<file path="config.mk">
export PLATFORM = sky130hd
export DESIGN_NAME = i2c_read_result
export DESIGN_NICKNAME = d
export VERILOG_FILES = /design/src/rtl/i2c_pkg.sv /design/src/rtl/i2c_read_result.sv
export SDC_FILE = /design/constraint.sdc
export NUM_CORES = 1
export LEC_CHECK = 0
export BUFFER_PORTS_ARGS = -buffer_cell sky130_fd_sc_hd__clkbuf_2
export CAP_MARGIN = 30
export CORE_MARGIN = 2
export CORE_UTILIZATION = 42
export CTS_CLUSTER_DIAMETER = 50
export DETAILED_ROUTE_END_ITERATION = 8
export GPL_ROUTABILITY_DRIVEN = 0
export PLACE_DENSITY = 0.69
export SETUP_SLACK_MARGIN = 0.5
export SLEW_MARGIN = 20
export SYNTH_ARGS = -nofsm -noshare
export SYNTH_HDL_FRONTEND = slang
export SYNTH_SLANG_ARGS = --single-unit
</file>
<file path="constraint.sdc">
create_clock -name i2c_clk -period 1.1 [get_ports i2c_clk]
set_clock_uncertainty 0.1 [all_clocks]
set_input_delay 0.11 -clock i2c_clk [delete_from_list [all_inputs] [get_ports i2c_clk]]
set_output_delay 0.11 -clock i2c_clk [all_outputs]
set_load 0.05 [all_outputs]
</file>
<file path="src/rtl/i2c_pkg.sv">
package i2c_pkg;

	// device byte on the wire, seen whole or split into address and direction
	typedef union packed {
		logic [7:0] raw;
		struct packed {
			logic [6:0] addr;
			logic       rw;	// 1 = read
		} f;
	} addr_byte_u;

	localparam int BYTE_W = 8;
	localparam int QUARTERS = 4;	// i2c_clk cycles per scl bit
	localparam int Q_SAMPLE = 1;	// quarter where sda is sampled

	localparam logic RW_WRITE = 1'b0;
	localparam logic RW_READ = 1'b1;

	// start, dev, reg, val, stop
	localparam logic OP_WRITE = 1'b0;
	// start, dev, reg, stop, start, dev+r, data, stop
	localparam logic OP_READ = 1'b1;

	localparam int BIT_CYC = QUARTERS;
	localparam int BYTE_CYC = (BYTE_W + 1) * BIT_CYC;	// byte plus ack slot
	localparam int COND_CYC = QUARTERS;	// start or stop condition

	localparam int WR_FRAME_CYC = 2 * COND_CYC + 3 * BYTE_CYC;
	localparam int RD_FRAME_CYC = 4 * COND_CYC + 4 * BYTE_CYC;

endpackage

</file>
<file path="src/rtl/i2c_read_result.sv">
`timescale 1ns/1ps

module i2c_read_result #(
	parameter logic [7:0] ID_VALUE = 8'h20
) (
	input  logic                        i2c_clk,
	input  logic                        sys_rst_n,
	input  logic                        rx_bit,
	input  logic                        rx_strobe,
	input  logic                        rd_done,
	input  logic                        reading_id,
	output logic                        id_ok,
	output logic                        id_fail,
	output logic [i2c_pkg::BYTE_W-1:0] po_data,
	output logic                        po_valid
);

	logic [i2c_pkg::BYTE_W-1:0] rx_sr;
	logic                       id_match;

	assign id_match = (rx_sr == ID_VALUE);

	always_ff @(posedge i2c_clk) begin
		if (rx_strobe)
			rx_sr <= {rx_sr[i2c_pkg::BYTE_W-2:0], rx_bit};	// msb arrives first
	end

	always_ff @(posedge i2c_clk or negedge sys_rst_n) begin
		if (!sys_rst_n) begin
			id_ok <= 1'b0;
			id_fail <= 1'b0;
			po_valid <= 1'b0;
		end else begin
			id_ok <= rd_done && reading_id && id_match;
			id_fail <= rd_done && reading_id && !id_match;
			po_valid <= rd_done && !reading_id;
		end
	end

	always_ff @(posedge i2c_clk) begin
		if (rd_done && !reading_id)
			po_data <= rx_sr;
	end

endmodule

</file>
==> results of run 1 <==
-- stage by stage --
stage                     area [um2]  setup WS, ns  hold WS, ns
after floorplan                  617        0.0664       -0.286
after global placement           738       -0.0150       -0.195
after detailed placement         738       -0.0663       -0.189
after CTS                        932       -0.0455       -0.110
after global routing             983        -0.129       -0.111
final                            983       -0.0451      -0.0943
-- flip-flops by register name (all words and copies together), names as in the netlist --
register	flops
id_ok	1
rx_sr	8
po_valid	1
po_data	8
id_fail	1
-- kinds of logic after synthesis --
| logic type | after synthesis | synth area share (%) |
|---|---|---|
| simple gates | 5 | 7.63 |
| compound gates | 1 | 0.824 |
| flops | 19 | 91.5 |
-- where the power goes --
| part | internal [W] | switching [W] | total [W] |
|---|---|---|---|
| logic | 0.0000875 | 0.0000885 | 0.000176 |
| clock network | 0.000140 | 0.000185 | 0.000325 |
| registers | 0.000823 | 0.0000250 | 0.000848 |
-- cell type report --
cell class	count	area share [%]
Multi-Input combinational cell	7	8.27
Clock buffer	4	2.67
Sequential cell	19	56.7
Timing Repair Buffer	26	30.4
Tap cell	15	1.91
-- timing repair --
action	4_1_cts	5_1_grt
cloned	0	1
resized for setup	29	5
setup buffers	2	4
hold endpoints to repair	6	3
pin swaps	2	1
setup endpoints to repair	28	36
-- worst max-delay path: stages, from the launching register on --
cell,delay [ns]
edfxtp_1,0.44
nor4b_4,0.33
and4_1,0.22
-- placed cells by master (no fill, tap or decap), drive strengths merged, types with 2 or more instances in the layout --
cell type / count
buf: 12
clkbuf: 17
dfrtp: 3
edfxtp: 16
nor2b: 2
-- final timing paths --
| check | from | to | slack, ns | depth (start not counted) |
|---|---|---|---|---|
| min in group asynchronous | sys_rst_n | id_ok | 0.04 | 2 |
| worst max-delay path | rx_sr[4] | id_ok | -0.05 | 2 |
| worst max register to register | rx_sr[4] | id_ok | -0.05 | 2 |
| max in group asynchronous | sys_rst_n | po_valid | 0.74 | 2 |
| worst min register to register | rx_sr[7] | po_data[7] | 0.39 | 0 |
| worst min-delay path | rx_bit | rx_sr[0] | -0.09 | 1 |
-- layer usage --
layer / GRT usage [%] / up-vias
met2: 21.3 / 11
met4: 1.88 / 0
met1: 17.4 / 171
met3: 4.31 / 0
li1: - / 162
met5: 0 / -
==> impl_metrics.json, run 1 <==
{
  "power_w": 0.00135,
  "antenna_found_initial": 0,
  "clock_tree.root_cell": "clkbuf_4",
  "instance_count_of_the_mapped_netlist": 25,
  "via_count": 344,
  "utilization_pct": 74.6,
  "worst_setup_path_end_kind": "flop",
  "finalMaxSlewViolations": 0,
  "numPlacedInstances": 59,
  "worst_ep_arrival_time_ns": 1.27,
  "maxCapViolations": 0,
  "yosysTopAreaCellShare_pct": 79.2,
  "first_pass_grt_wire_length_mm": 1.72,
  "cts_inserted_buffers": 3,
  "netlist_area_pre_place_um2": 607,
  "fin_ws_ns": -0.0451,
  "tritoncts": "done",
  "synth_flop_cell": "edfxtp_1",
  "regArea_um2": 558,
  "vias_per_cell": 4.85,
  "synth_area_per_cell_um2": 24.3,
  "floorplan.initialDensity_pct": 46.1,
  "period_minus_slack_ns": 1.15,
  "multi_input_area_um2": 81.3,
  "chipHeight_um": 42.0,
  "met3_wirelength_um": 50,
  "max_clock_freq_mhz": 873,
  "violations": "hold timing, setup timing",
  "core.rowCount": 13,
  "synth_most_common_cell": "edfxtp_1",
  "hold-worst-slack_ns": -0.0943,
  "route.met2.wl_um": 543,
  "syn_to_final_growth_pct": 62.1,
  "hold_path.class": "in2reg",
  "power_per_cell_area_mw_per_mm2": 1370,
  "grt_setup_unrepaired": "true",
  "drt-wirelength-per-cell_um": 15.3,
  "placeableCoreArea_mm2": 0.00132,
  "share_of_final_layout_standard_cells_stronger_than_drive_strength_1_pct": 60.7,
  "cellLeakagePower_nw": 0.399,
  "worstSetupStartpointType": "flop",
  "synth_edf_count": 16,
  "dr.pass1.iters": 2,
  "clk-insertion-delay-late_ns": 0.28,
  "slew_headroom_pct": 83.0,
  "top_layer_used": "met3",
  "outcome": "complete, but fails checks",
  "synth.distinct_cells": 8,
  "routed_wl_mm": 1.08,
  "chipWidth_um": 42.0,
  "clk_transition_reported_paths_ns": 0.10,
  "yosys_register_bits": 19,
  "drt_first_iter_violations": 4,
  "clock_sink_count": 19,
  "fp.dieArea_mm2": 0.00176,
  "finalNonFillerCells": 71,
  "gr-total-overflow": 0,
  "async_flop_share_pct": 15.8,
  "synthTopCellsByArea": "edfxtp_1, dfrtp_1, nor4b_2",
  "worst_pin_slew_ns": 0.252,
  "cp.required_ns": 1.23,
  "number_of_global_route_vias_before_repair": 368,
  "path_class": "reg2reg",
  "detail-route-antenna-nets": 0,
  "synth_common_cells": "edfxtp_1, dfrtp_1",
  "final_hold_viol_count": 3,
  "finalNetCount": 63,
  "pin_count": 17,
  "layout.filler_cells": 76,
  "pin_count_of_the_biggest_net_entering_global_routing": 11,
  "detail_route.wirelength.met1_um": 490,
  "setup_viol": 3,
  "ctsHoldBuffers": 1,
  "worstPathMaxFanout": 2,
  "buffer_ports.inserted": 16,
  "synth_sequential_area_ratio_pct": 91.5,
  "sum_of_negative_setup_slack_ns": -0.0623,
  "remaining_drc_errors": 0,
  "ir_worst_vdd_mv": 0.991,
  "antenna_cells": 0,
  "synth_top_area_cell": "edfxtp_1",
  "synthesis.nets": 31,
  "cts-htree-levels": 1,
  "grt_util_all_layers_pct": 13.0,
  "layout_worst_path_cycle_share_pct": 104,
  "ctsLongestPathBuffers": 2,
  "yosys_warnings": 0
}
Note: power is estimated with default switching activity, not from simulation.
==> run 2: changes to the inputs <==
==> constraint.sdc (replaced) <==
create_clock -name i2c_clk -period 1.1 [get_ports i2c_clk]
set_clock_uncertainty 0.1 [all_clocks]
set_input_delay 0.165 -clock i2c_clk [delete_from_list [all_inputs] [get_ports i2c_clk]]
set_output_delay 0.165 -clock i2c_clk [all_outputs]
set_load 0.05 [all_outputs]
==> run 2 against run 1 <==
The run still ends with hold timing, setup timing left. Total power rose by 0.10%. Critical endpoint is now po_data[2]. Sequential share of layout area rose by 0.73 points. Worst hold slack improved by 0.045 ns. Fmax fell by 0.68%. Largest cell class unchanged. Flip-flop and latch count did not move. Cell count fell by 1.4%. Via count fell by 0.58%. Combinational power barely moved. Worst setup slack got worse by 0.0078 ns. Die area did not move.
==> impl_metrics.json, run 2 (synthesis results as in run 1) <==
{
  "regToRegSetupSlack_ns": -0.04,
  "clk-insertion-delay-late_ns": 0.28,
  "tritoncts": "done",
  "remaining_drc_errors": 0,
  "hold_path_startpoint": "reading_id",
  "grt_util_all_layers_pct": 14.0,
  "clock_sink_count": 19,
  "timing.critical_path.cells": "buf_8",
  "worst_ep_arrival_time_ns": 0.89,
  "worst_pin_slew_ns": 0.249,
  "timing.critical_path.depth": 1,
  "max_clock_freq_mhz": 867,
  "netSwitchingPower_w": 0.000301,
  "hold-worst-slack_ns": -0.0493,
  "finalNetCount": 62,
  "cts-htree-levels": 1,
  "detail-route-antenna-nets": 0,
  "fin_ws_ns": -0.0529,
  "ir_worst_vdd_mv": 0.993,
  "chipHeight_um": 42.0,
  "reg2reg_from": "rx_sr[4]",
  "ctsHoldBuffers": 1,
  "startpoint": "po_data[2]",
  "outcome": "complete, but fails checks",
  "worstSetupStartpointType": "flop",
  "pin_count": 17,
  "antenna_cells": 0,
  "setup_viol": 13,
  "fp.dieArea_mm2": 0.00176,
  "chipWidth_um": 42.0,
  "worstPathMaxFanout": 1,
  "slew_headroom_pct": 83.2,
  "registers_with_the_most_flip_flops": "po_data: 8 flops, rx_sr: 8 flops",
  "grt_setup_unrepaired": "true",
  "reg2regPathDepth": 2,
  "cp.required_ns": 0.83,
  "pin_count_of_the_biggest_net_entering_global_routing": 11,
  "violations": "hold timing, setup timing",
  "path_class": "reg2out",
  "family_with_the_most_delay_on_the_worst_path": "flip-flops",
  "dr.pass1.iters": 2,
  "dpl_cell_area_um2": 738,
  "seqPwrFrac_pct": 62.7,
  "placeableCoreArea_mm2": 0.00132,
  "power_per_cell_area_mw_per_mm2": 1390,
  "timing.critical_path.to": "po_data[2]",
  "power_frac_clock_pct": 24.4,
  "worstPathBufferInverterCount": 1,
  "hold_path.class": "in2reg",
  "routed_wl_mm": 1.08,
  "power_w": 0.00135,
  "cell_internal_pwr_w": 0.00105,
  "buffer_ports.inserted": 16,
  "mostFrequentLayoutCells": "edfxtp_1, clkbuf_8, buf_8, buf_6, buf_4",
  "crit_slowest_cell": "edfxtp_1",
  "antenna_found_initial": 0,
  "clock_tree.root_cell": "clkbuf_4",
  "finalMaxSlewViolations": 0,
  "first_pass_grt_wire_length_mm": 1.83,
  "number_of_global_route_vias_before_repair": 389,
  "final_hold_viol_count": 3,
  "max_stage_delay_ns": 0.43,
  "share_of_final_layout_standard_cells_stronger_than_drive_strength_1_pct": 60.0,
  "maxCapViolations": 0,
  "drt-wirelength-per-cell_um": 15.4,
  "syn_to_final_growth_pct": 60.0,
  "layout_worst_path_cycle_share_pct": 105,
  "cts_inserted_buffers": 3,
  "rr_endpoint": "id_ok",
  "core.rowCount": 13,
  "ctsLongestPathBuffers": 2,
  "drt_first_iter_violations": 7,
  "cellLeakagePower_nw": 0.391,
  "worst_setup_path_end_kind": "output port",
  "period_minus_slack_ns": 1.15,
  "via_count": 342,
  "power.switching_fraction_pct": 22.3,
  "gr-total-overflow": 0,
  "vias_per_cell": 4.89,
  "final_common_cell": "edfxtp_1",
  "clk_transition_reported_paths_ns": 0.10,
  "floorplan.initialDensity_pct": 46.1,
  "finish.instance_area_um2": 971,
  "comb_power_share_pct": 12.9
}
## run 2: cell count changes in the layout (fill, tap and decap cells not counted)
cell / delta
buf_8: +3
clkbuf_16: -2
clkbuf_2: -2
buf_6: -1
clkbuf_8: +1
## run 2: per-layer routing
layer  up-vias  track usage (%)  wire length [um]
met5         -                0                 0
met4         0             1.88                 0
met3         0             4.31                61
met2        11             24.1               567
met1       171             18.0               448
li1        160                -                 -
## run 2: layout make-up
| cell class | count | area (um2) |
|---|---|---|
| Clock buffer | 4 | 26.3 |
| Fill cell | 78 | 347 |
| Multi-Input combinational cell | 7 | 81.3 |
| Sequential cell | 19 | 558 |
| Tap cell | 15 | 18.8 |
| Timing Repair Buffer | 25 | 287 |
## run 2: power by group through the flow
| stage | clock, W | combinational, W | sequential, W |
|---|---|---|---|
| 6_report | 0.000329 | 0.000174 | 0.000847 |
| 4_1_cts | 0.000338 | 0.000159 | 0.000845 |
| 3_3_place_gp | 0 | 0.000107 | 0.000854 |
| 5_1_grt | 0.000375 | 0.000183 | 0.000851 |
| 3_5_place_dp | 0 | 0.000109 | 0.000856 |
| 2_1_floorplan | 0 | 0.0000123 | 0.000905 |
## run 2: worst min path at each step
stage | end | slack (ns) | cells past startpoint
finish | po_valid | -0.05 | 2
global route | po_valid | -0.06 | 2
CTS | rx_sr[0] | -0.05 | 1
detailed placement | id_ok | -0.13 | 1
global placement | id_ok | -0.14 | 1
floorplan | id_fail | -0.23 | 0
## run 2: what timing repair did
item                                   in CTS  in global routing
cloned                                      1                  0
endpoints found under the hold margin       5                  2
setup endpoints to repair                  36                 32
gates resized for setup                    31                  6
pin swaps                                   2                  1
buffers inserted                            2                  3
## run 2: stage by stage
| stage | std cells | setup slack (ns) | hold slack, ns | setup TNS [ns] | util [%] |
|---|---|---|---|---|---|
| 4_1_cts | 67 | -0.0455 | -0.0549 | -0.390 | 71.4 |
| 3_3_place_gp | 59 | -0.0150 | -0.140 | -0.0150 | 56.0 |
| 2_1_floorplan | 25 | 0.0664 | -0.231 | 0 | - |
| 3_5_place_dp | 59 | -0.0663 | -0.134 | -0.110 | 56.0 |
| 5_1_grt | 70 | -0.132 | -0.0608 | -0.906 | 73.7 |
| 6_report | 70 | -0.0529 | -0.0493 | -0.279 | 73.7 |
