## config.mk

```make
export PLATFORM = sky130hd
export DESIGN_NAME = i2c_seq_decode
export DESIGN_NICKNAME = d
export VERILOG_FILES = /design/src/rtl/i2c_pkg.sv /design/src/rtl/i2c_seq_decode.sv
export SDC_FILE = /design/constraint.sdc
export NUM_CORES = 1
export LEC_CHECK = 0
export BUFFER_PORTS_ARGS = -buffer_cell sky130_fd_sc_hd__buf_2
export CAP_MARGIN = 10
export CORE_MARGIN = 2
export CORE_UTILIZATION = 50
export DETAILED_ROUTE_END_ITERATION = 8
export PLACE_DENSITY = 0.78
export SKIP_LAST_GASP = 1
export SLEW_MARGIN = 30
export SYNTH_ARGS = -nofsm -noshare
export SYNTH_HDL_FRONTEND = slang
export SYNTH_SLANG_ARGS = --single-unit
```

## constraint.sdc

```tcl
create_clock -name i2c_clk -period 3.4 [get_ports i2c_clk]
set_clock_uncertainty 0.05 [all_clocks]
set_input_delay 0.85 -clock i2c_clk [delete_from_list [all_inputs] [get_ports i2c_clk]]
set_output_delay 0.85 -clock i2c_clk [all_outputs]
set_load 0.005 [all_outputs]
```

## src/rtl/i2c_pkg.sv

```systemverilog
package i2c_pkg;

	// device byte on the wire, seen whole or split into address and direction
	typedef union packed {
		logic [7:0] raw;
		struct packed {
			logic [6:0] addr;
			logic       rw;	// 1 = read
		} f;
	} addr_byte_u;

	localparam int BYTE_W = 8;
	localparam int QUARTERS = 4;	// i2c_clk cycles per scl bit
	localparam int Q_SAMPLE = 1;	// quarter where sda is sampled

	localparam logic RW_WRITE = 1'b0;
	localparam logic RW_READ = 1'b1;

	// start, dev, reg, val, stop
	localparam logic OP_WRITE = 1'b0;
	// start, dev, reg, stop, start, dev+r, data, stop
	localparam logic OP_READ = 1'b1;

	localparam int BIT_CYC = QUARTERS;
	localparam int BYTE_CYC = (BYTE_W + 1) * BIT_CYC;	// byte plus ack slot
	localparam int COND_CYC = QUARTERS;	// start or stop condition

	localparam int WR_FRAME_CYC = 2 * COND_CYC + 3 * BYTE_CYC;
	localparam int RD_FRAME_CYC = 4 * COND_CYC + 4 * BYTE_CYC;

endpackage

```

## src/rtl/i2c_seq_decode.sv

```systemverilog
`timescale 1ns/1ps

module i2c_seq_decode #(
	parameter logic [6:0] SLAVE_ID = 7'h73,
	parameter logic [7:0] ID_REG = 8'h00,
	parameter logic [7:0] RD_ADDR = 8'h43,
	parameter logic [5:0] REG_NUM = 6'd51
) (
	input  logic                i2c_clk,
	input  logic                sys_rst_n,
	input  logic                cfg_ack,
	input  logic [23:0]         cfg_data,
	input  logic                cmd_ack,
	input  logic                cmd_nack,
	input  logic                id_ok,
	input  logic                id_fail,
	output logic                cfg_req,
	output logic                cmd_req,
	output logic                cmd_op,
	output i2c_pkg::addr_byte_u cmd_dev,
	output logic [7:0]          cmd_reg,
	output logic [7:0]          cmd_val,
	output logic                reading_id
);

	localparam logic [2:0] ID_WRITE = 3'd0;
	localparam logic [2:0] ID_READ = 3'd1;
	localparam logic [2:0] CFG_FETCH = 3'd2;
	localparam logic [2:0] CFG_WRITE = 3'd3;
	localparam logic [2:0] DATA_READ = 3'd4;

	logic [2:0] phase;
	logic [5:0] cfg_cnt;
	logic       wait_id;	// id read done, verdict pending
	logic       issue;
	logic       frame_done;
	logic       cfg_take;

	assign issue = !cmd_req && !cmd_ack && !wait_id && (phase != CFG_FETCH);
	assign frame_done = cmd_req && cmd_ack;
	assign cfg_take = (phase == CFG_FETCH) && cfg_req && cfg_ack;
	assign reading_id = (phase == ID_READ);

	always_ff @(posedge i2c_clk or negedge sys_rst_n) begin
		if (!sys_rst_n) begin
			phase <= ID_WRITE;
			cmd_req <= 1'b0;
			cfg_req <= 1'b0;
			cfg_cnt <= '0;
			wait_id <= 1'b0;
		end else begin
			if (issue)
				cmd_req <= 1'b1;
			else if (frame_done)
				cmd_req <= 1'b0;

			case (phase)
				ID_WRITE: begin
					if (frame_done)
						phase <= ID_READ;
				end
				ID_READ: begin
					if (frame_done) begin
						if (cmd_nack)
							phase <= ID_WRITE;	// no answer, start over
						else
							wait_id <= 1'b1;
					end else if (id_ok) begin
						wait_id <= 1'b0;
						phase <= CFG_FETCH;
					end else if (id_fail) begin
						wait_id <= 1'b0;
						phase <= ID_WRITE;
					end
				end
				CFG_FETCH: begin
					if (!cfg_req && !cfg_ack) begin
						cfg_req <= 1'b1;
					end else if (cfg_take) begin
						cfg_req <= 1'b0;
						phase <= CFG_WRITE;
					end
				end
				CFG_WRITE: begin
					if (frame_done) begin
						cfg_cnt <= cfg_cnt + 1'b1;
						if (cfg_cnt == REG_NUM - 1'b1)
							phase <= DATA_READ;
						else
							phase <= CFG_FETCH;
					end
				end
				default: ;	// data read loops on its own
			endcase
		end
	end

	// command bytes, loaded as the request goes out
	always_ff @(posedge i2c_clk) begin
		if (cfg_take) begin
			cmd_op <= i2c_pkg::OP_WRITE;
			cmd_dev.raw <= cfg_data[23:16];
			cmd_reg <= cfg_data[15:8];
			cmd_val <= cfg_data[7:0];
		end else if (issue && phase != CFG_WRITE) begin
			cmd_op <= (phase == ID_WRITE) ? i2c_pkg::OP_WRITE : i2c_pkg::OP_READ;
			cmd_dev.f.addr <= SLAVE_ID;
			cmd_dev.f.rw <= i2c_pkg::RW_WRITE;
			cmd_reg <= (phase == DATA_READ) ? RD_ADDR : ID_REG;
			cmd_val <= 8'h00;
		end
	end

endmodule

```

==> summary.md, run 1 <==
* 2.15 mm — placed wire-length estimate
* false — setup repair after global routing missed its margin
* 2000 sq um — post-layout instance area
* 20 — Core Rows
* 2 — H-Tree Depth
* buf_2 — commonest non-fill, non-tap cell in the layout
* 0.916 mW — internal power
* 333 uV — largest voltage drop on the vdd net
* 2.31 ns — final worst path period need
* 222 — fin nets
* 8.28% — share of the synthesized area in compound gates (AO/OA/AOI/OAI)
* 0.462 mW — NetSw
* 690 nW/um^2 — power density over the cells
* 59 — Boundary Pins
* 32.4% — async set-reset flop share out of synthesis
* 0 — setup fix buffers added after clock tree synthesis
* buf_2 (58), edfxtp_1 (24), and2_1 (16), dfrtp_1 (12) — leading cell types in the layout, fill and taps excluded
* 37 — Sinks on Clock Net
* 58 — port bufs
* 0.323 ns — worst slack on hold paths
* 0.33 ns — clock latency at the later pin of the worst-skew pair
* flip-flop to primary output — startpoint-to-endpoint class of the critical path
* 23.4% — P&R area growth vs syn
* 52.6% — initial core utilization
* 64.3% — sequential area share after synthesis
* 0 — overflow left after global routing
* 5 — number of buffers added by the clock tree synthesis step
* 30.3% — combinational group share of total power
* 0.11 ns — CTS clk-pin slew, worst paths
* 20.0% — post-synthesis simple-gate area fraction
* 0 — Finish-stage setup viols
* 11 — critical path fanouts, max
* 0.544 ns — worst-margin pin slew
* 60.9 microns — Die X-Extent
* 0.619% — multiplexer share of the synthesized area
* 4 — count of cells along the worst register-to-register path
* 44.5% — area share of the largest cell type after synthesis
* 25 — pin count of the biggest net entering global routing
* 33.5% — net switching share of the total power
* 0.59 ns — Worst path max stage delay
* 128 — number of standard cells after synthesis
* 4 — detailed-router iteration count before antenna repair
* dfrtp_1 — cell at the slowest stage of the critical path
* nand2b_1 -> nor2_1 -> buf_2 — cell breakdown of the critical path
* 60.9 microns — Vert. Die Dim
* 2.88 mm — total wire length after detailed routing
* 0 — drt drc
* 67.8% — fraction of the cycle the final worst path needs
* 0.848 nW — Leak
* 2.50 ns — data required time at the worst endpoint
* 36.8% — fraction of final layout cells sized beyond drive strength 1
* 15.6% — clock group share of total power
* 0 — hold buffers post-CTS
* 0 — count of nets left with antenna violations after detail routing
* 2.71% — parity-gate share of the synthesized area counting xor and xnor cells
* 12.3 microns — average wire per cell in the routed design
* 0 — synth warn
* 0 — antenna diode instance count
* 3710 sq um — die area
* 37 — synthesis-stage register bit count
* simple AND/OR/NAND/NOR gates — dominant combinational cell family by area after synthesis
* edfxtp_1 (45%), dfrtp_1 (19%), and2_1 (6.2%), a21oi_1 (3.4%), nand2b_1 (2.7%) — top cells by area in the synthesized netlist
* 1122 — via count of the first global-routing pass
* 3080 sq um — area inside the core boundary
* 0.873 — last weighted congestion value of the routability-driven placer
* 1.41 ns — arrival time of data at the critical path endpoint
* yes — clock tree from TritonCTS
* 12.6 sq um — Avg Synthesized Cell Area
* 34 — Cell variety after synth
* 2 — Longest Clk Path Bufs
* 0 — final hold viol count
* 0 — count of cells resized by post-cts repair
* 64.8% — final core utilization
* 0 — antenna violations before repair
* 4.73 mm — global-route wire length before repair
* 17.7% — total global-route track usage
* 0 — number of max-slew violations in the final report
* 0 ns — Sum Neg Setup Slack
* clkbuf_4 — Clock Tree Root
* 1155 — number of vias after detailed routing
* 37 — number of violations reported at the end of detailed-routing iteration 0
* 1.55% — adder-cell share of the synthesized area
* 54.0% — share of power burned in registers
* edfxtp_1 — Post-synth top flop
* 63.7% — headroom to the max-slew limit
* 161 — Synth Net Count
* 0 — max_cap viols
* edfxtp_1 — dominant cell type by area after synthesis
* primary output — critical path capture point type
* 4.94 — vias per inst
* primary input to asynchronous set/reset pin — hold crit path type
* 434 MHz — Highest Clock Rate
* 24 — number of synthesized flops with an enable pin
* 1940 sq um — Area after DPL
* completed — result of the run
* flip-flop — sort of element at the start of the critical path
* 1620 sq um — netlist area before placement
path summary, 6_finish.rpt:
check,start,to,slack [ns]
max reg2reg,phase[1],cmd_reg[5],1.21
max in group asynchronous,sys_rst_n,cfg_cnt[5],2.75
min,sys_rst_n,cmd_req,0.32
min reg2reg,cfg_cnt[5],cfg_cnt[5],0.45
min in group i2c_clk,cfg_cnt[5],cfg_cnt[5],0.45
max,phase[0],reading_id,1.09
Yosys cell counts, types with 2 or more instances:
| cell type | instances |
|---|---|
| a21oi_1 | 11 |
| and2_1 | 16 |
| buf_2 | 3 |
| dfrtp_1 | 12 |
| edfxtp_1 | 24 |
| ha_1 | 2 |
| inv_1 | 4 |
| nand2_1 | 5 |
| nand2b_1 | 7 |
| nand3_1 | 3 |
| nand4_1 | 2 |
| nor2_1 | 11 |
| nor3_1 | 2 |
| o21ai_0 | 2 |
| xnor2_1 | 5 |
routing by layer:
metal	part of all wire [%]	wire length (microns)	track usage [%]	vias to the layer above
met5	0	0	0	-
met4	1.2	34	8.70	0
met3	9.3	268	5.33	6
met2	49	1410	29.6	50
met1	41	1170	20.6	523
li1	-	-	-	576
worst max-delay path, delay by kind of cell (launching register included):
family / cells / cell delay [ns]
buf+inv: 1 / 0.14
simple gates: 2 / 0.35
flops: 1 / 0.59
cell type report:
class,count,area [sq um]
clock inverter,2,10.0
fill,257,1080
sequential,37,1040
multi-input combinational,82,536
timing repair buffer,59,298
tap,44,55.1
clock buffer,6,41.3
inverter,4,15.0
logic make-up after synthesis:
logic type                 count (synthesis)
buffers and inverters                      9
muxes                                      1
xor gates and xnor gates                   5
AOI/OAI and AO/OA                         21
DFF                                       37
and+or+nand+nor                           53
adders and majority gates                  2
per-stage QoR:
stage,setup slack (ns),cells,power (mW)
after floorplan,1.06,128,1.01
after global placement,1.06,226,1.15
after detailed placement,0.972,226,1.18
after CTS,1.09,234,1.39
after global routing,0.962,234,1.49
final,1.09,234,1.38
power by group through the flow:
stage / Combinational, mW / Sequential, mW / Clock, mW
global placement: 0.407 / 0.748 / 0
finish: 0.418 / 0.744 / 0.215
floorplan: 0.284 / 0.730 / 0
global route: 0.482 / 0.767 / 0.238
CTS: 0.425 / 0.744 / 0.222
detailed placement: 0.423 / 0.755 / 0
(Power assumes the default switching activity.)
==> inputs of run 2 (changes only) <==
CORE_UTILIZATION = 48   (was 50)
PLACE_DENSITY = 0.75   (was 0.78)
clock period = 2.41 ns   (was 3.4 ns; I/O delays follow)
==> summary.md, run 2 (synthesis gave the netlist of run 1 again) <==
* 87.1% — fraction of the cycle the final worst path needs
* 1.76 ns — data required time at the worst endpoint, -0.74 ns
* 0.0774 ns — worst slack on hold paths, -0.246 ns
* 20.1% — global-route track usage on met1, -0.50 points
* 0.657 mW — NetSw, +42%
* 0 — hold buffers post-CTS, unchanged
* 2 — Longest Clk Path Bufs, unchanged
* 0.11 ns — CTS clk-pin slew, worst paths, about the same
* 24.4% — P&R area growth vs syn
* yes — clock tree from TritonCTS
* 0 — drt drc, unchanged
* 12.3 microns — average wire per cell in the routed design, -0.32%
* 0 — antenna diode instance count, unchanged
* 1174 — number of vias after detailed routing, +1.6%
* 4 — count of cells along the worst register-to-register path, unchanged
* 1960 sq um — Area after DPL, +0.90%
* 0 — setup fix buffers added after clock tree synthesis, unchanged
* 2.92 mm — total wire length after detailed routing, +1.4%
* 1069 — via count of the first global-routing pass, -4.7%
* 11 — critical path fanouts, max, unchanged
* 2 — H-Tree Depth, unchanged
* 62.1 microns — Vert. Die Dim, +1.9%
* 0.312 ns — worst setup slack after layout, -0.783 ns
* 26.5% — grt met2 use, -3.2 points
* 4.93 — vias per inst, about the same
* met2 — global route hottest layer
* 540 uV — largest voltage drop on the vdd net, +62%
* 33.4% — net switching share of the total power, -0.075 points
* 52.3% — share of power burned in registers, -1.7 points
* 3850 sq um — die area, +3.9%
* 0.776 — last weighted congestion value of the routability-driven placer, -11%
* 4 — detailed-router iteration count before antenna repair, unchanged
* buf_2 — commonest non-fill, non-tap cell in the layout
* 58 — port bufs, unchanged
* 3280 sq um — area inside the core boundary, +6.7%
* 976 nW/um^2 — power density over the cells, +41%
* clkbuf_4 — Clock Tree Root
* completed — result of the run
* 0.859 nW — Leak, +1.2%
* buf_2 (58), edfxtp_1 (24), and2_1 (16), dfrtp_1 (12) — leading cell types in the layout, fill and taps excluded
* 0 ns — Sum Neg Setup Slack, unchanged
* flip-flop — sort of element at the start of the critical path
* 15.3% — clock group share of total power, -0.3 points
* 2010 sq um — post-layout instance area, +0.88%
* 0 — overflow left after global routing, unchanged
* primary output — critical path capture point type
* 37 — Sinks on Clock Net, unchanged
* 0 — final hold viol count, unchanged
* 2.13 mm — placed wire-length estimate, -0.62%
* 0 — number of max-slew violations in the final report, unchanged
* 0 — count of cells resized by post-cts repair, unchanged
* primary input to asynchronous set/reset pin — hold crit path type
* 0 — antenna violations before repair, unchanged
* 477 MHz — Highest Clock Rate
* 0.398 ns — worst-margin pin slew, -0.146 ns
* 6.21% — GR met3 Demand/Resource, +0.88 points
* 46 — number of violations reported at the end of detailed-routing iteration 0, +24%
* 21 — Core Rows, +5.0%
* 0.33 ns — clock latency at the later pin of the worst-skew pair, about the same
* 224 — fin nets, +0.90%
* 0 — Finish-stage setup viols, unchanged
* 16.5% — total global-route track usage, -1.2 points
* 1.31 mW — internal power, +43%
* 0 — count of nets left with antenna violations after detail routing, unchanged
* 1.45 ns — arrival time of data at the critical path endpoint, +0.04 ns
* flip-flop to primary output — startpoint-to-endpoint class of the critical path
* 37.5% — fraction of final layout cells sized beyond drive strength 1, +0.66 points
* 0 — max_cap viols, unchanged
* false — setup repair after global routing missed its margin
* 5 — number of buffers added by the clock tree synthesis step, unchanged
* 49.3% — initial core utilization, -3.3 points
* 73.5% — headroom to the max-slew limit, +9.7 points
* 4.50 mm — global-route wire length before repair, -4.8%
* 32.4% — combinational group share of total power, +2.1 points
* 62.1 microns — Die X-Extent, +1.9%
* 0.577 ns — pre-CTS setup slack, -0.395 ns
* 25 — pin count of the biggest net entering global routing, unchanged
* 2.10 ns — final worst path period need
* 59 — Boundary Pins, unchanged
==> run 2: stage by stage <==
step	utilization, %	std cells	total power, mW
after CTS	61.3	238	1.99
final	61.3	238	1.96
after global placement	59.7	230	1.66
after floorplan	-	128	1.43
after detailed placement	59.7	230	1.68
after global routing	61.3	238	2.12
==> run 2: cell type report <==
type | instances | area, sq um
clock buffers | 6 | 41.3
clock inverters | 2 | 10.0
fillers | 286 | 1270
inverters | 4 | 15.0
multi-input cells | 82 | 536
flip-flops and latches | 37 | 1040
well taps | 46 | 57.6
repair buffers | 61 | 313
==> run 2: layer usage <==
metal | up-vias | share of wire [%]
met3 | 6 | 10
met1 | 543 | 43
met4 | 0 | 1.6
met2 | 52 | 45
li1 | 573 | -
met5 | - | 0
==> run 2: power by group through the flow <==
stage                     sequential [mW]  combinational (mW)  clock, mW
after global placement               1.03               0.624          0
final                                1.03               0.637      0.301
after floorplan                      1.03               0.400          0
after CTS                            1.03               0.648      0.315
after global routing                 1.06               0.729      0.335
after detailed placement             1.04               0.641          0
==> run 2: worst paths after layout <==
check,startpoint,endpoint,slack (ns)
max in group asynchronous,sys_rst_n,phase[2],2.01
min,sys_rst_n,cfg_cnt[3],0.08
max,phase[0],reading_id,0.31
max reg2reg,phase[0],cmd_dev[2],0.63
min reg2reg,cfg_cnt[5],cfg_cnt[5],0.44
min in group i2c_clk,cfg_ack,cfg_req,0.41
==> run 2: critical path, cell delays in order (launching register included) <==
cell      delay [ns]
dfrtp_1         0.60
nand2b_1        0.18
nor2_1          0.19
buf_2           0.15
==> inputs of run 3 (changes only) <==
PLACE_DENSITY = 0.89   (was 0.75)
==> summary.md, run 3 (synthesis gave the netlist of run 1 again) <==
* completed — result of the run
* phase[1] — startpoint of the most critical register-to-register path
* 3850 sq um — die area, unchanged
* 0 — antenna violations before repair, unchanged
* 960 — via count of the first global-routing pass, -10%
* 275 — count of filler cells inserted in the layout, -3.8%
* 25 — pin count of the biggest net entering global routing, unchanged
* 0.847 nW — Leak, -1.3%
* 3280 sq um — area inside the core boundary, unchanged
* 0.324 ns — worst setup slack after layout, +0.0128 ns
* cmd_reg[4] — r2r endpoint
* 1.43 ns — arrival time of data at the critical path endpoint, -0.02 ns
* 1.76 ns — data required time at the worst endpoint, about the same
* flip-flop — sort of element at the start of the critical path
* 0 — overflow left after global routing, unchanged
* 0 — max_cap viols, unchanged
* 62.1 microns — Die X-Extent, unchanged
* 2.14 mm — placed wire-length estimate, +0.30%
* 4 — count of cells along the worst register-to-register path, unchanged
* 11 — critical path fanouts, max, unchanged
* 2.80 mm — total wire length after detailed routing, -4.2%
* 0 — antenna diode instance count, unchanged
* flip-flops — delay-heaviest family, CP
* 0.09 ns — CTS clk-pin slew, worst paths, -0.02 ns
* 1950 sq um — Area after DPL, -0.38%
* 0 — setup fix buffers added after clock tree synthesis, unchanged
* 2.09 ns — final worst path period need, -0.0128 ns
* 36.3% — fraction of final layout cells sized beyond drive strength 1, -1.2 points
* 0 — Finish-stage setup viols, unchanged
* 0 — count of cells resized by post-cts repair, unchanged
* 37 — Sinks on Clock Net, unchanged
* 0 — number of max-slew violations in the final report, unchanged
* 457 uV — largest voltage drop on the vdd net, -15%
* 11.9 microns — average wire per cell in the routed design, -3.4%
* 58 — port bufs, unchanged
* 43 — number of violations reported at the end of detailed-routing iteration 0, -6.5%
* 0.32 ns — clock latency at the later pin of the worst-skew pair, about the same
* 74.1% — headroom to the max-slew limit, +0.66 points
* primary input to asynchronous set/reset pin — hold crit path type
* 479 MHz — Highest Clock Rate, +0.61%
* yes — clock tree from TritonCTS
* 59 — Boundary Pins, unchanged
* dfrtp_1 — cell at the slowest stage of the critical path
* 4.13 mm — global-route wire length before repair, -8.3%
* flip-flop to primary output — startpoint-to-endpoint class of the critical path
* primary output — critical path capture point type
* 4 — detailed-router iteration count before antenna repair, unchanged
* 2 — H-Tree Depth, unchanged
* 0 — count of nets left with antenna violations after detail routing, unchanged
* 957 nW/um^2 — power density over the cells, -1.9%
* 15.4% — total global-route track usage, -1.1 points
* 2000 sq um — post-layout instance area, -0.68%
* 23.6% — P&R area growth vs syn
* 2 — Longest Clk Path Bufs, unchanged
* 0 — hold buffers post-CTS, unchanged
* 0 — final hold viol count, unchanged
* 49.3% — initial core utilization, unchanged
* clkbuf_4 — Clock Tree Root
* 223 — fin nets, -0.45%
* buf_2 (58), edfxtp_1 (24), and2_1 (16), dfrtp_1 (12) — leading cell types in the layout, fill and taps excluded
* 21 — Core Rows, unchanged
* 1.91 mW — post-route total power, -2.6%
* 0.58 ns — worst reg-to-reg setup slack, -0.05 ns
* 5 — number of buffers added by the clock tree synthesis step, unchanged
* 0.59 ns — Worst path max stage delay, about the same
* 0 ns — Sum Neg Setup Slack, unchanged
* 86.5% — fraction of the cycle the final worst path needs, -0.53 points
* 0 — drt drc, unchanged
* nand2b_1 -> nor2_1 -> buf_2 — cell breakdown of the critical path
* 62.1 microns — Vert. Die Dim, unchanged
* 1136 — number of vias after detailed routing, -3.2%
* 0.587 ns — pre-CTS setup slack, +0.00945 ns
* 0.388 ns — worst-margin pin slew, -0.00993 ns
* 0.779 — last weighted congestion value of the routability-driven placer, +0.45%
* false — setup repair after global routing missed its margin
* 1 — buffer and inverter count on the worst path, unchanged
* buf_2 — commonest non-fill, non-tap cell in the layout
* 4.81 — vias per inst, -2.4%
==> run 3: changes by cell type in the layout (fill, tap and decap cells not counted), sizes merged <==
cell    before  now
buf         61   60
clkinv       2    1
==> run 3: area by class of cell <==
class | count | area, sq um | area share, %
sequential | 37 | 1040 | 52.1
multi-input combinational | 82 | 536 | 26.8
timing repair buffer | 60 | 305 | 15.3
tap | 46 | 57.6 | 2.88
clock buffer | 6 | 41.3 | 2.07
inverter | 4 | 15.0 | 0.751
clock inverter | 1 | 3.75 | 0.188
==> run 3: power breakdown <==
| part | switching (mW) | total [mW] | internal, mW |
|---|---|---|---|
| Clock | 0.173 | 0.279 | 0.106 |
| Combinational | 0.306 | 0.586 | 0.281 |
| Sequential | 0.144 | 1.05 | 0.904 |
==> run 3: routing by layer <==
metal	up-vias	global-route usage, %	share of wire, %
li1	574	-	-
met3	5	5.80	7.5
met2	48	24.9	48
met4	0	8.21	1.9
met5	-	0	0
met1	509	17.8	43
==> run 3: stage by stage <==
step	utilization, %	std cells	hold slack (ns)
global placement	59.5	229	0.417
detailed placement	59.5	229	0.427
floorplan	-	128	0.257
finish	60.9	236	0.0848
CTS	60.9	236	0.0700
global route	60.9	236	0.0782
==> run 3: worst max path at each step <==
stage,from,to,slack [ns],cells past startpoint
final,phase[0],reading_id,0.32,3
after global routing,phase[0],reading_id,0.20,3
after detailed placement,phase[1],cmd_reg[2],0.59,4
after global placement,cmd_ack,cmd_reg[2],0.62,4
after CTS,phase[0],reading_id,0.30,3
after floorplan,phase[0],cmd_dev[0],0.29,5
==> run 3: worst reg2reg max path, delay by kind of cell, from the launching register on <==
| family | cells | cell delay (ns) |
|---|---|---|
| buffers and inverters | 1 | 0.28 |
| AO/OA/AOI/OAI | 1 | 0.09 |
| flip-flops | 1 | 0.58 |
| AND/OR/NAND/NOR | 2 | 0.51 |
