`src/rtl/i2c_pkg.sv`:
```
package i2c_pkg;

	// device byte on the wire, seen whole or split into address and direction
	typedef union packed {
		logic [7:0] raw;
		struct packed {
			logic [6:0] addr;
			logic       rw;	// 1 = read
		} f;
	} addr_byte_u;

	localparam int BYTE_W = 8;
	localparam int QUARTERS = 4;	// i2c_clk cycles per scl bit
	localparam int Q_SAMPLE = 1;	// quarter where sda is sampled

	localparam logic RW_WRITE = 1'b0;
	localparam logic RW_READ = 1'b1;

	// start, dev, reg, val, stop
	localparam logic OP_WRITE = 1'b0;
	// start, dev, reg, stop, start, dev+r, data, stop
	localparam logic OP_READ = 1'b1;

	localparam int BIT_CYC = QUARTERS;
	localparam int BYTE_CYC = (BYTE_W + 1) * BIT_CYC;	// byte plus ack slot
	localparam int COND_CYC = QUARTERS;	// start or stop condition

	localparam int WR_FRAME_CYC = 2 * COND_CYC + 3 * BYTE_CYC;
	localparam int RD_FRAME_CYC = 4 * COND_CYC + 4 * BYTE_CYC;

endpackage

```
`src/rtl/i2c_bit_exec.sv`:
```
`timescale 1ns/1ps

module i2c_bit_exec (
	input  logic                i2c_clk,
	input  logic                sys_rst_n,
	input  logic                cmd_req,
	input  logic                cmd_op,
	input  i2c_pkg::addr_byte_u cmd_dev,
	input  logic [7:0]          cmd_reg,
	input  logic [7:0]          cmd_val,
	input  logic                sda_in,
	output logic                cmd_ack,
	output logic                cmd_nack,
	output logic                scl,
	output logic                sda_oe,
	output logic                rx_bit,
	output logic                rx_strobe,
	output logic                rd_done
);

	localparam int Q_W = $clog2(i2c_pkg::QUARTERS);
	localparam int B_W = $clog2(i2c_pkg::BYTE_W);
	localparam logic [Q_W-1:0] Q_LAST = Q_W'(i2c_pkg::QUARTERS - 1);
	localparam logic [Q_W-1:0] Q_SAMPLE = Q_W'(i2c_pkg::Q_SAMPLE);
	localparam logic [B_W-1:0] B_LAST = B_W'(i2c_pkg::BYTE_W - 1);

	localparam logic [2:0] IDLE = 3'd0;
	localparam logic [2:0] START = 3'd1;
	localparam logic [2:0] BYTE = 3'd2;
	localparam logic [2:0] ACK = 3'd3;
	localparam logic [2:0] RDBYTE = 3'd4;
	localparam logic [2:0] NACK = 3'd5;
	localparam logic [2:0] STOP = 3'd6;
	localparam logic [2:0] RESTART = 3'd7;

	logic [2:0]          state;
	logic [Q_W-1:0]      q;
	logic [B_W-1:0]      bit_cnt;
	logic [1:0]          byte_idx;
	logic                second;	// past the repeated start of a read
	logic                nack_seen;
	logic                got_byte;
	i2c_pkg::addr_byte_u dev_tx;
	logic [7:0]          tx_byte;
	logic                last_byte;
	logic                q_end;
	logic                scl_mid;

	always_comb begin
		dev_tx = cmd_dev;
		if (second)
			dev_tx.f.rw = i2c_pkg::RW_READ;
	end

	always_comb begin
		case (byte_idx)
			2'd0: tx_byte = dev_tx.raw;
			2'd1: tx_byte = cmd_reg;
			default: tx_byte = cmd_val;
		endcase
	end

	assign last_byte = (cmd_op == i2c_pkg::OP_WRITE) ? (byte_idx == 2'd2) : (byte_idx == 2'd1);
	assign q_end = (q == Q_LAST);
	assign scl_mid = (q != '0) && (q != Q_LAST);
	assign cmd_nack = nack_seen;

	always_comb begin
		case (state)
			IDLE: begin
				scl = 1'b1;
				sda_oe = 1'b0;
			end
			START, RESTART: begin
				scl = (q != Q_LAST);
				sda_oe = (q != '0);	// sda falls with scl high
			end
			BYTE: begin
				scl = scl_mid;
				sda_oe = ~tx_byte[B_LAST - bit_cnt];	// msb first
			end
			STOP: begin
				scl = (q != '0);
				sda_oe = (q < Q_LAST - 1'b1);	// sda rises with scl high
			end
			default: begin
				scl = scl_mid;
				sda_oe = 1'b0;	// slave drives or nack
			end
		endcase
	end

	always_ff @(posedge i2c_clk or negedge sys_rst_n) begin
		if (!sys_rst_n) begin
			state <= IDLE;
			q <= '0;
			bit_cnt <= '0;
			byte_idx <= '0;
			second <= 1'b0;
			nack_seen <= 1'b0;
			got_byte <= 1'b0;
			cmd_ack <= 1'b0;
			rx_strobe <= 1'b0;
			rd_done <= 1'b0;
		end else begin
			rd_done <= 1'b0;
			rx_strobe <= (state == RDBYTE) && (q == Q_SAMPLE);
			q <= (state == IDLE) ? '0 : q + 1'b1;

			case (state)
				IDLE: begin
					if (cmd_ack && !cmd_req) begin
						cmd_ack <= 1'b0;
					end else if (!cmd_ack && cmd_req) begin
						state <= START;
						byte_idx <= '0;
						second <= 1'b0;
						nack_seen <= 1'b0;
						got_byte <= 1'b0;
					end
				end
				START, RESTART: begin
					if (q_end) begin
						state <= BYTE;
						bit_cnt <= '0;
					end
				end
				BYTE: begin
					if (q_end) begin
						if (bit_cnt == B_LAST)
							state <= ACK;
						bit_cnt <= bit_cnt + 1'b1;
					end
				end
				ACK: begin
					if (q == Q_SAMPLE)
						nack_seen <= sda_in;
					if (q_end) begin
						if (nack_seen || (!second && last_byte)) begin
							state <= STOP;
						end else if (second) begin
							state <= RDBYTE;
						end else begin
							state <= BYTE;
							byte_idx <= byte_idx + 1'b1;
						end
					end
				end
				RDBYTE: begin
					if (q_end) begin
						if (bit_cnt == B_LAST)
							state <= NACK;
						bit_cnt <= bit_cnt + 1'b1;
					end
				end
				NACK: begin
					if (q_end) begin
						state <= STOP;
						got_byte <= 1'b1;
					end
				end
				default: begin	// STOP
					if (q_end) begin
						if (cmd_op == i2c_pkg::OP_READ && !second && !nack_seen) begin
							state <= RESTART;
							second <= 1'b1;
							byte_idx <= '0;
						end else begin
							state <= IDLE;
							cmd_ack <= 1'b1;
							rd_done <= got_byte;
						end
					end
				end
			endcase
		end
	end

	always_ff @(posedge i2c_clk) begin
		if (state == RDBYTE && q == Q_SAMPLE)
			rx_bit <= sda_in;
	end

endmodule

```
`config.mk`:
```
export PLATFORM = sky130hd
export DESIGN_NAME = i2c_bit_exec
export DESIGN_NICKNAME = d
export VERILOG_FILES = /design/src/rtl/i2c_pkg.sv /design/src/rtl/i2c_bit_exec.sv
export SDC_FILE = /design/constraint.sdc
export NUM_CORES = 1
export LEC_CHECK = 0
export ABC_CLOCK_PERIOD_IN_PS = 4530
export CAP_MARGIN = 25
export CORE_MARGIN = 2
export CORE_UTILIZATION = 65
export DETAILED_ROUTE_END_ITERATION = 8
export DONT_BUFFER_PORTS = 1
export PLACE_DENSITY = 0.83
export SETUP_SLACK_MARGIN = 0.4
export SYNTH_ARGS = -nofsm -noshare
export SYNTH_HDL_FRONTEND = slang
export SYNTH_SLANG_ARGS = --single-unit
```
`constraint.sdc`:
```
create_clock -name i2c_clk -period 4.53 [get_ports i2c_clk]
set_clock_uncertainty 0.2 [all_clocks]
set_input_delay 0.2265 -clock i2c_clk [delete_from_list [all_inputs] [get_ports i2c_clk]]
set_output_delay 0.2265 -clock i2c_clk [all_outputs]
set_load 0.01 [all_outputs]
```
==> out/metrics.cfg, run 1 <==
[timing]
fin_crit_sh=0.587
tightest_slew_ns=0.786
max_freq_mhz=376
fin_setup_tns_ns=0
setup_violations=0
hold_viol=0
layout_min_cycle_time_ns=2.66
layout_setup_ws_ns=1.87
rsz0062_at_grt=false
max-slew-margin-rel=0.476
slew_viol_final=0

[placement]
dp_slack_ns=2.29
hpwl_mm=2.23
dpl_cell_area_mm2=0.00138
gp_congestion=0.850
port_buffers=0

[clock_network]
clock_latency_ns=0.31
cts_tree=done
numCtsBuffers=3
post-cts-setup-buffers=0
hold_buffers=3
cts-root-buf=clkbuf_4
clock_path_buffers=2
cts_sinks=17
clk_pin_slew_ns=0.11
htreeDepth=1
post_cts_resized=0

[floorplan]
design.core.area_mm2=0.00200
start_util=0.704
die_area_mm2=0.00256
num_rows=16
die_y_um=50.6
num_io_pins=36
die_w_um=50.6

[worst_setup_path]
cp_cell_sequence=inv_1 -> ha_1 -> nor2b_1 -> a2bb2oi_1 -> o21ai_1 -> a311o_1 -> nand4_1
cp-start-kind=flop
worstPathArrival_ns=2.23
cp_slowest_cell=dfrtp_1
slowest_delay_ns=0.40
crit_fanout=13
path_class=flop to output port
crit_path_end_kind=output port
cp.required_ns=4.10

[detailed_routing]
drc_errors=0
routedWlPerCell_um=15.5
num_vias=1258
drtAntennaViolNets=0
drt_pass1_iterations=4
first_iter_violations=49
via_per_inst=6.29
routed_wl_mm=3.10

[yosys]
synth_edf_count=1
yosysSeqAreaShare=0.305
synth_compound_area_frac=0.239
synth_top_area_share=0.284
synth_top_family_by_area=simple AND/OR/NAND/NOR gates
ys_warn_count=0
synthFlopType=dfrtp_1
synth_area_mm2=0.00141
async_reset_ff_frac=0.941
ys_ff_latch=17
synth_cell_types=43
synth_area_leaders=dfrtp_1 28%, o21ai_0 8.2%, ha_1 8.0%
synth_top_cell_by_area=dfrtp_1
synth_xor_area_frac=0.00621
postSynthNetCount=215
synth_cells=177
synthMuxAreaShare=0.0319
synthAdderAreaFrac=0.0799
yosys.area_share.simple=0.274
syn_avg_cell_area_um2=7.97

[flow_run]
drv_cap=0

[finish]
fin_util=0.721
fillers=156
drive_gt1_frac=0.0751
fin_nets=212
final_cell_area_mm2=0.00144
n_antenna_cell=0
syn2layout_area_growth_pct=2.40

[run_status]
status=finished, final reports clean

[grt]
gr-usage-all-layers=0.267
antenna_found_initial=0
grt_max_degree=28
grt_pass1_wl_mm=5.09
grt-ovfl-total=0
grt_pass1_vias=1114

[power]
p_sw_uw=544
fin_total_pwr_mw=1.05
p_leak_nw=0.587
internal_power_uw=508
switching_share=0.517
power_frac_comb=0.575
seqPwrFrac=0.341
irDropWorstVdd_mv=0.474
power.density_mw_per_mm2=729
clockPowerShare=0.084

[min_path]
hold_path_class=primary input to flop

==> kinds of logic (layout without fill, tap and decap cells) <==
logic type,after synthesis,after routing
xor gates and xnor gates,1,1
adders and majority gates,9,9
DFF,17,17
muxes,4,4
and+or+nand+nor,73,73
buffers and inverters,19,15
AOI/OAI and AO/OA,54,54
==> layer usage <==
metal / GRT usage / vias up / routed length (um)
li1: - / 617 / -
met1: 0.364 / 578 / 1440
met2: 0.417 / 56 / 1400
met3: 0.0446 / 7 / 184
met4: 0.117 / 0 / 78
met5: 0 / - / 0
==> sequential cells by signal (all words and copies together) (netlist names) <==
signal     count
got_byte       1
state          3
rd_done        1
cmd_nack       1
second         1
rx_strobe      1
cmd_ack        1
bit_cnt        3
byte_idx       2
q              2
rx_bit         1
==> stage by stage <==
| step | cells | hold WS [ns] |
|---|---|---|
| global placement | 193 | -0.269 |
| detailed placement | 193 | -0.269 |
| global route | 200 | 0.113 |
| CTS | 200 | 0.0850 |
| finish | 200 | 0.0921 |
| floorplan | 177 | -0.269 |
==> synth_stat cells (2+ instances only) <==
cell type  number
a21oi_1        11
buf_2           6
dfrtp_1        16
o2111ai_1       2
nand2_1        21
nand2b_1        3
nor3_2          2
nand3_1         3
a31oi_1         5
ha_1            9
clkbuf_1        3
o21ai_0        23
nor3_1          4
a221oi_1        2
nor2_1         17
nor3b_1         3
inv_1           8
nor2b_1        11
mux2i_1         3
o211ai_1        2
==> final timing paths <==
kind | end | slack, ns | start | cells after the start
setup / recovery | sda_oe | 1.87 | byte_idx[1]$_DFFE_PN0P_ | 7
hold / removal | second$_DFFE_PN0P_ | 0.09 | cmd_req | 3
setup reg to reg | byte_idx[0]$_DFFE_PN0P_ | 2.36 | state[0]$_DFFE_PN0P_ | 4
hold reg to reg | q[0]$_DFF_PN0_ | 0.30 | q[0]$_DFF_PN0_ | 1
max in group asynchronous | bit_cnt[1]$_DFFE_PN0P_ | 3.44 | sys_rst_n | 1
min in group asynchronous | got_byte$_DFFE_PN0P_ | 0.21 | sys_rst_n | 1
==> power groups by stage <==
stage	registers (mW)	clock network [mW]	logic, mW
CTS	0.355	0.0905	0.597
global placement	0.352	0	0.565
finish	0.359	0.0886	0.605
floorplan	0.266	0	0.587
detailed placement	0.358	0	0.590
global route	0.376	0.0964	0.688
==> worst max-delay path, delay by kind of cell (launching register included) <==
family	cells	cell delay, ns
AO/OA/AOI/OAI	3	0.70
flip-flops	1	0.40
adder cells (fa/ha/maj)	1	0.38
AND/OR/NAND/NOR	2	0.32
buffers and inverters	1	0.12
==> area by class of cell <==
class                      count  area, um^2  area share
clock buffer                   3        22.5      0.0156
timing repair buffer           3        30.0      0.0208
multi-input combinational    141         890       0.616
clock inverter                 1        7.51     0.00520
inverter                       8        30.0      0.0208
tap                           27        33.8      0.0234
sequential                    17         430       0.298
==> layout by cell type, fill, tap and decap left out, drive strengths merged, types with 2 or more instances in the layout <==
master	Yosys	routed
inv	8	8
nor2	17	17
nand2	21	21
o2111ai	2	2
a31oi	5	5
mux2i	3	3
nor3	6	6
nand3	3	3
dlygate4sd3	0	3
o211ai	2	2
clkbuf	3	3
dfrtp	16	16
ha	9	9
a221oi	2	2
a21oi	11	11
nor3b	4	4
o21ai	24	24
nand2b	3	3
nor2b	11	11
Power figures use the tool's default switching activity.
==> inputs of run 2 (changes only) <==
--- a/config.mk
+++ b/config.mk
@@ -5,13 +5,13 @@
 export SDC_FILE = /design/constraint.sdc
 export NUM_CORES = 1
 export LEC_CHECK = 0
-export ABC_CLOCK_PERIOD_IN_PS = 4530
+export ABC_CLOCK_PERIOD_IN_PS = 2520
 export CAP_MARGIN = 25
 export CORE_MARGIN = 2
-export CORE_UTILIZATION = 65
+export CORE_UTILIZATION = 63
 export DETAILED_ROUTE_END_ITERATION = 8
 export DONT_BUFFER_PORTS = 1
-export PLACE_DENSITY = 0.83
+export PLACE_DENSITY = 0.81
 export SETUP_SLACK_MARGIN = 0.4
 export SYNTH_ARGS = -nofsm -noshare
 export SYNTH_HDL_FRONTEND = slang
==> constraint.sdc (replaced) <==
create_clock -name i2c_clk -period 2.52 [get_ports i2c_clk]
set_clock_uncertainty 0.2 [all_clocks]
set_input_delay 0.126 -clock i2c_clk [delete_from_list [all_inputs] [get_ports i2c_clk]]
set_output_delay 0.126 -clock i2c_clk [all_outputs]
set_load 0.01 [all_outputs]
==> out/metrics.cfg, run 2 (same netlist as run 1, synthesis figures left out) <==
[timing]
setup_violations=0  ; unchanged
hold_viol=0  ; unchanged
layout_setup_ws_ns=0.165  ; -1.71 ns
layout_min_cycle_time_ns=2.36
tightest_slew_ns=0.757  ; -0.0295 ns
fin_setup_tns_ns=0  ; unchanged
max-slew-margin-rel=0.494  ; +0.0180
slew_viol_final=0  ; unchanged
max_freq_mhz=425
rsz0062_at_grt=true
fin_crit_sh=0.935

[finish]
syn2layout_area_growth_pct=12.4
layout_common_cells=21 x nand2_1, 20 x o21ai_0, 17 x nor2_1, 14 x dfrtp_1
top_regs=bit_cnt: 3 flops, state: 3 flops
drive_gt1_frac=0.168  ; +0.0933
final_common_cell=nand2_1
instances_no_fill=212  ; +6.0%
n_antenna_cell=0  ; unchanged
fillers=168  ; +7.7%
fin_nets=223  ; +5.2%

[min_path]
worstHoldStart=cmd_req
hold_path_class=primary input to flop
hold_depth=3  ; unchanged
min_to=got_byte$_DFFE_PN0P_

[worst_setup_path]
crit_fanout=8  ; -5
path_class=flop to output port
cp.required_ns=2.19  ; -1.91 ns
worstPathArrival_ns=2.03  ; -0.20 ns
r2r_end=byte_idx[0]$_DFFE_PN0P_
reg2reg_depth=5  ; +1
r2r_slack_ns=0.58  ; -1.78 ns
r2r_start=q[0]$_DFF_PN0_
crit_path_end_kind=output port
cp-start-kind=flop

[grt]
grt-ovfl-total=0  ; unchanged
grt_pass1_vias=1141  ; +2.4%
grt_pass1_wl_mm=5.18  ; +1.8%
grt_max_degree=22  ; -21%
gr-usage-all-layers=0.263  ; -0.00398
antenna_found_initial=0  ; unchanged

[floorplan]
num_rows=17  ; +1
die_area_mm2=0.00263  ; +2.9%
num_io_pins=36  ; unchanged
die_w_um=51.3  ; +1.5%
design.core.area_mm2=0.00217  ; +8.4%
die_y_um=51.3  ; +1.5%
start_util=0.650  ; -0.0544

[clock_network]
htreeDepth=1  ; unchanged
numCtsBuffers=3  ; unchanged
cts-root-buf=clkbuf_4
clock_path_buffers=2  ; unchanged
cts_tree=done
clk_pin_slew_ns=0.11  ; about the same
cts_sinks=17  ; unchanged
clock_latency_ns=0.30  ; about the same

[detailed_routing]
routed_wl_mm=3.38  ; +9.1%
drt_pass1_iterations=4  ; unchanged
first_iter_violations=35  ; -29%
drtAntennaViolNets=0  ; unchanged
routedWlPerCell_um=16.0  ; +2.9%
num_vias=1328  ; +5.6%
via_per_inst=6.26  ; -0.41%
drc_errors=0  ; unchanged

[power]
power.density_mw_per_mm2=1360  ; +86%
p_leak_nw=0.646  ; +10%
irDropWorstVdd_mv=0.847  ; +79%

[placement]
place_inst=197  ; +2.1%
gp_congestion=0.803  ; -5.6%
hpwl_mm=2.31  ; +3.3%
port_buffers=0  ; unchanged
dp_slack_ns=0.360  ; -1.93 ns

[flow_run]
drv_cap=0  ; unchanged

[run_status]
status=finished, final reports clean

==> run 2: cell count changes in the layout (fill, tap and decap cells not counted), sizes merged <==
cell         before  now
clkbuf            3    4
clkinvlp          1    0
buf               0   10
dlygate4sd3       3    4
==> run 2: routing by layer <==
metal	track usage	vias to the layer above	wire, um
met3	0.0409	11	159
met5	0	-	0
met4	0.118	0	75
li1	-	641	-
met2	0.431	54	1680
met1	0.343	622	1470
==> run 2: worst max-delay path, cell delays in order (launching register included) <==
cell,delay (ns)
dfrtp_1,0.43
buf_6,0.13
ha_4,0.18
and2b_2,0.27
a2bb2oi_2,0.18
o21ai_1,0.07
a311o_1,0.31
nand4_1,0.15
==> run 2: final cells by class <==
cell class              instances  area [um^2]  share of cell area
clock buffers                   4         26.3              0.0166
flip-flops and latches         17          435               0.275
repair buffers                 14          131              0.0829
inverters                       8         30.0              0.0189
well taps                      28         35.0              0.0221
multi-input cells             141          927               0.585
==> run 2: per-stage QoR <==
stage	utilization	hold WS [ns]	instance area (um^2)	power, mW
2_1_floorplan	-	-0.370	1410	1.53
3_3_place_gp	0.649	-0.369	1410	1.68
3_5_place_dp	0.649	-0.369	1410	1.75
4_1_cts	0.719	0.0179	1560	2.07
5_1_grt	0.731	0.0305	1590	2.33
6_report	0.731	0.0181	1590	2.15
==> run 2: worst max path at each step <==
stage,start,end,slack (ns),cells after the start
final,byte_idx[0]$_DFFE_PN0P_,sda_oe,0.16,7
after global routing,byte_idx[0]$_DFFE_PN0P_,sda_oe,0.11,7
after CTS,byte_idx[0]$_DFFE_PN0P_,sda_oe,0.24,7
after detailed placement,byte_idx[1]$_DFFE_PN0P_,sda_oe,0.36,7
after global placement,byte_idx[0]$_DFFE_PN0P_,sda_oe,0.46,6
after floorplan,byte_idx[0]$_DFFE_PN0P_,sda_oe,0.57,8
==> run 2: repair_timing <==
item / in CTS / in global routing
endpoints found under the setup margin: 3 / 1
buffers inserted: 5 / 2
gates resized for setup: 13 / 3
pin swaps: 4 / 2
hold endpoints to repair: 20 / 0
hold buffers: 4 / 0
==> run 2: report_power, final <==
part / switching (mW) / total, mW / internal [mW]
registers: 0.219 / 0.609 / 0.390
logic: 0.737 / 1.39 / 0.651
clock network: 0.0949 / 0.157 / 0.0618
==> inputs of run 3 (changes only) <==
==> constraint.sdc (replaced) <==
create_clock -name i2c_clk -period 2.52 [get_ports i2c_clk]
set_clock_uncertainty 0.2 [all_clocks]
set_input_delay 0.378 -clock i2c_clk [delete_from_list [all_inputs] [get_ports i2c_clk]]
set_output_delay 0.378 -clock i2c_clk [all_outputs]
set_load 0.01 [all_outputs]
==> out/metrics.cfg, run 3 (same netlist as run 1, synthesis figures left out) <==
[power]
p_sw_mw=1.14  ; +8.3%
seqPwrFrac=0.249  ; -0.034
power.density_mw_per_mm2=1400  ; +3.0%
p_leak_nw=0.659  ; +1.9%
irDropWorstVdd_mv=0.924  ; +9.1%
fin_total_pwr_mw=2.31  ; +7.1%
switching_share=0.493  ; +0.00537
clockPowerShare=0.070  ; -0.003
internal_power_mw=1.17  ; +6.0%
power_frac_comb=0.681  ; +0.037

[timing]
fin_setup_tns_ns=-0.0287  ; -0.0287 ns
layout_setup_ws_ns=-0.0287  ; -0.194 ns
setup_violations=1  ; +1
layout_min_cycle_time_ns=2.55  ; +0.194 ns
fin_crit_sh=1.01  ; +0.0768
hold_slack_ns=0.0362  ; +0.0181 ns
hold_viol=0  ; unchanged
max_freq_mhz=392  ; -7.6%
slew_viol_final=0  ; unchanged
rsz0062_at_grt=true
max-slew-margin-rel=0.500  ; +0.00624
tightest_slew_ns=0.748  ; -0.00933 ns

[worst_setup_path]
r2r_slack_ns=0.53  ; -0.05 ns
reg2reg_depth=8  ; +3
crit_path_end_kind=output port
worstPathArrival_ns=1.97  ; -0.06 ns
path_class=flop to output port
cp_slowest_cell=dfrtp_1
r2r_end=byte_idx[0]$_DFFE_PN0P_
cp-start-kind=flop
r2r_start=byte_idx[1]$_DFFE_PN0P_
crit_fanout=8  ; unchanged
cp-startpoint=byte_idx[1]$_DFFE_PN0P_
slowest_delay_ns=0.38  ; -0.05 ns
cp_cell_sequence=inv_2 -> ha_4 -> buf_4 -> a221oi_2 -> nor4_1 -> a311o_1 -> nand4_1
crit_family=compound AO/OA/AOI/OAI gates
crit_buf_inv=2  ; +1
cp.required_ns=1.94  ; -0.25 ns

[finish]
fillers=162  ; -3.6%
layout_common_cells=21 x o21ai_0, 20 x nand2_1, 17 x nor2_1, 14 x dfrtp_1, 10 x buf_4
n_antenna_cell=0  ; unchanged
register_area_um2=433  ; -0.57%
top_regs=bit_cnt: 3 flops, state: 3 flops
fin_nets=223  ; unchanged
multiInputGateArea_mm2=0.00100  ; +8.1%
syn2layout_area_growth_pct=16.9
final_common_cell=o21ai_0
final_cell_area_mm2=0.00165  ; +3.9%
drive_gt1_frac=0.261  ; +0.0924

[detailed_routing]
drt_pass1_iterations=4  ; unchanged
num_vias=1342  ; +1.1%
drc_errors=0  ; unchanged
via_per_inst=6.33  ; +1.1%
routedWlPerCell_um=16.9  ; +5.7%
first_iter_violations=72  ; +110%
drtAntennaViolNets=0  ; unchanged
routed_wl_mm=3.58  ; +5.7%

[clock_network]
cts_sinks=17  ; unchanged
clock_latency_ns=0.31  ; about the same
cts_tree=done
clock_path_buffers=2  ; unchanged
numCtsBuffers=3  ; unchanged
cts-root-buf=clkbuf_4
clk_pin_slew_ns=0.12  ; about the same
htreeDepth=1  ; unchanged

[grt]
grt-ovfl-total=0  ; unchanged
gr-usage-all-layers=0.274  ; +0.0105
antenna_found_initial=0  ; unchanged
grt_pass1_vias=1247  ; +9.3%
grt_pass1_wl_mm=5.51  ; +6.5%
grt_max_degree=27  ; +23%

[run_status]
violations=setup timing
status=complete, but fails checks

[floorplan]
start_util=0.650  ; unchanged
num_rows=17  ; unchanged
die_y_um=51.3  ; unchanged
num_io_pins=36  ; unchanged
die_w_um=51.3  ; unchanged
die_area_mm2=0.00263  ; unchanged
design.core.area_mm2=0.00217  ; unchanged

[placement]
hpwl_mm=2.27  ; -1.5%
dp_slack_ns=0.139  ; -0.221 ns
dpl_cell_area_mm2=0.00141  ; +0.36%
gp_congestion=0.789  ; -1.7%
port_buffers=0  ; unchanged

[min_path]
min_to=cmd_ack$_DFFE_PN0P_
worstHoldStart=cmd_req
hold_path_class=primary input to flop
hold_depth=2  ; -1

[flow_run]
drv_cap=0  ; unchanged

## run 3: changes by cell type in the layout (fill, tap and decap cells not counted), sizes merged
cell	change
buf	+2
clkbuf	-1
clkinvlp	+1
dlygate4sd3	-2
## run 3: per-stage QoR
step | cells | util
floorplan | 177 | -
global placement | 196 | 0.651
detailed placement | 196 | 0.651
CTS | 208 | 0.727
global route | 212 | 0.760
finish | 212 | 0.760
## run 3: metal layers
| layer | track usage | part of all wire |
|---|---|---|
| met2 | 0.465 | 0.51 |
| met3 | 0.0380 | 0.045 |
| met1 | 0.353 | 0.42 |
| met5 | 0 | 0 |
| met4 | 0.105 | 0.022 |
## run 3: final cells by class
| class | instances | share of cell area |
|---|---|---|
| Tap cell | 28 | 0.0213 |
| Multi-Input combinational cell | 141 | 0.608 |
| Timing Repair Buffer | 14 | 0.0714 |
| Clock buffer | 3 | 0.0137 |
| Inverter | 8 | 0.0182 |
| Clock inverter | 1 | 0.00456 |
| Sequential cell | 17 | 0.263 |
## run 3: repair_timing
item	CTS	global route
gates cloned	0	0
setup endpoints to repair	2	2
endpoints found under the hold margin	17	0
pin swaps	7	2
setup buffers	6	4
hold buffers	2	0
resized for setup	20	8
## run 3: worst max path at each step
| stage | to | slack [ns] | cells after the start |
|---|---|---|---|
| 3_3_place_gp | sda_oe | 0.23 | 6 |
| 5_1_grt | sda_oe | -0.09 | 7 |
| 4_1_cts | sda_oe | 0.04 | 8 |
| 3_5_place_dp | sda_oe | 0.14 | 6 |
| 2_1_floorplan | sda_oe | 0.41 | 8 |
| 6_report | sda_oe | -0.03 | 7 |
## run 3: worst reg2reg max path: stages (launching register included)
cell and delay [ns]:
dfrtp_1 0.40, buf_4 0.13, buf_4 0.12, ha_1 0.17, mux2i_1 0.15, nand2_1 0.09, a21oi_1 0.18, o22ai_2 0.11
mux2_4 0.32
## run 3: power groups by stage
stage	clock network (mW)	logic, mW	registers [mW]
2_1_floorplan	0	1.08	0.481
3_3_place_gp	0	1.14	0.548
3_5_place_dp	0	1.19	0.560
4_1_cts	0.164	1.39	0.561
5_1_grt	0.172	1.74	0.593
6_report	0.161	1.57	0.575
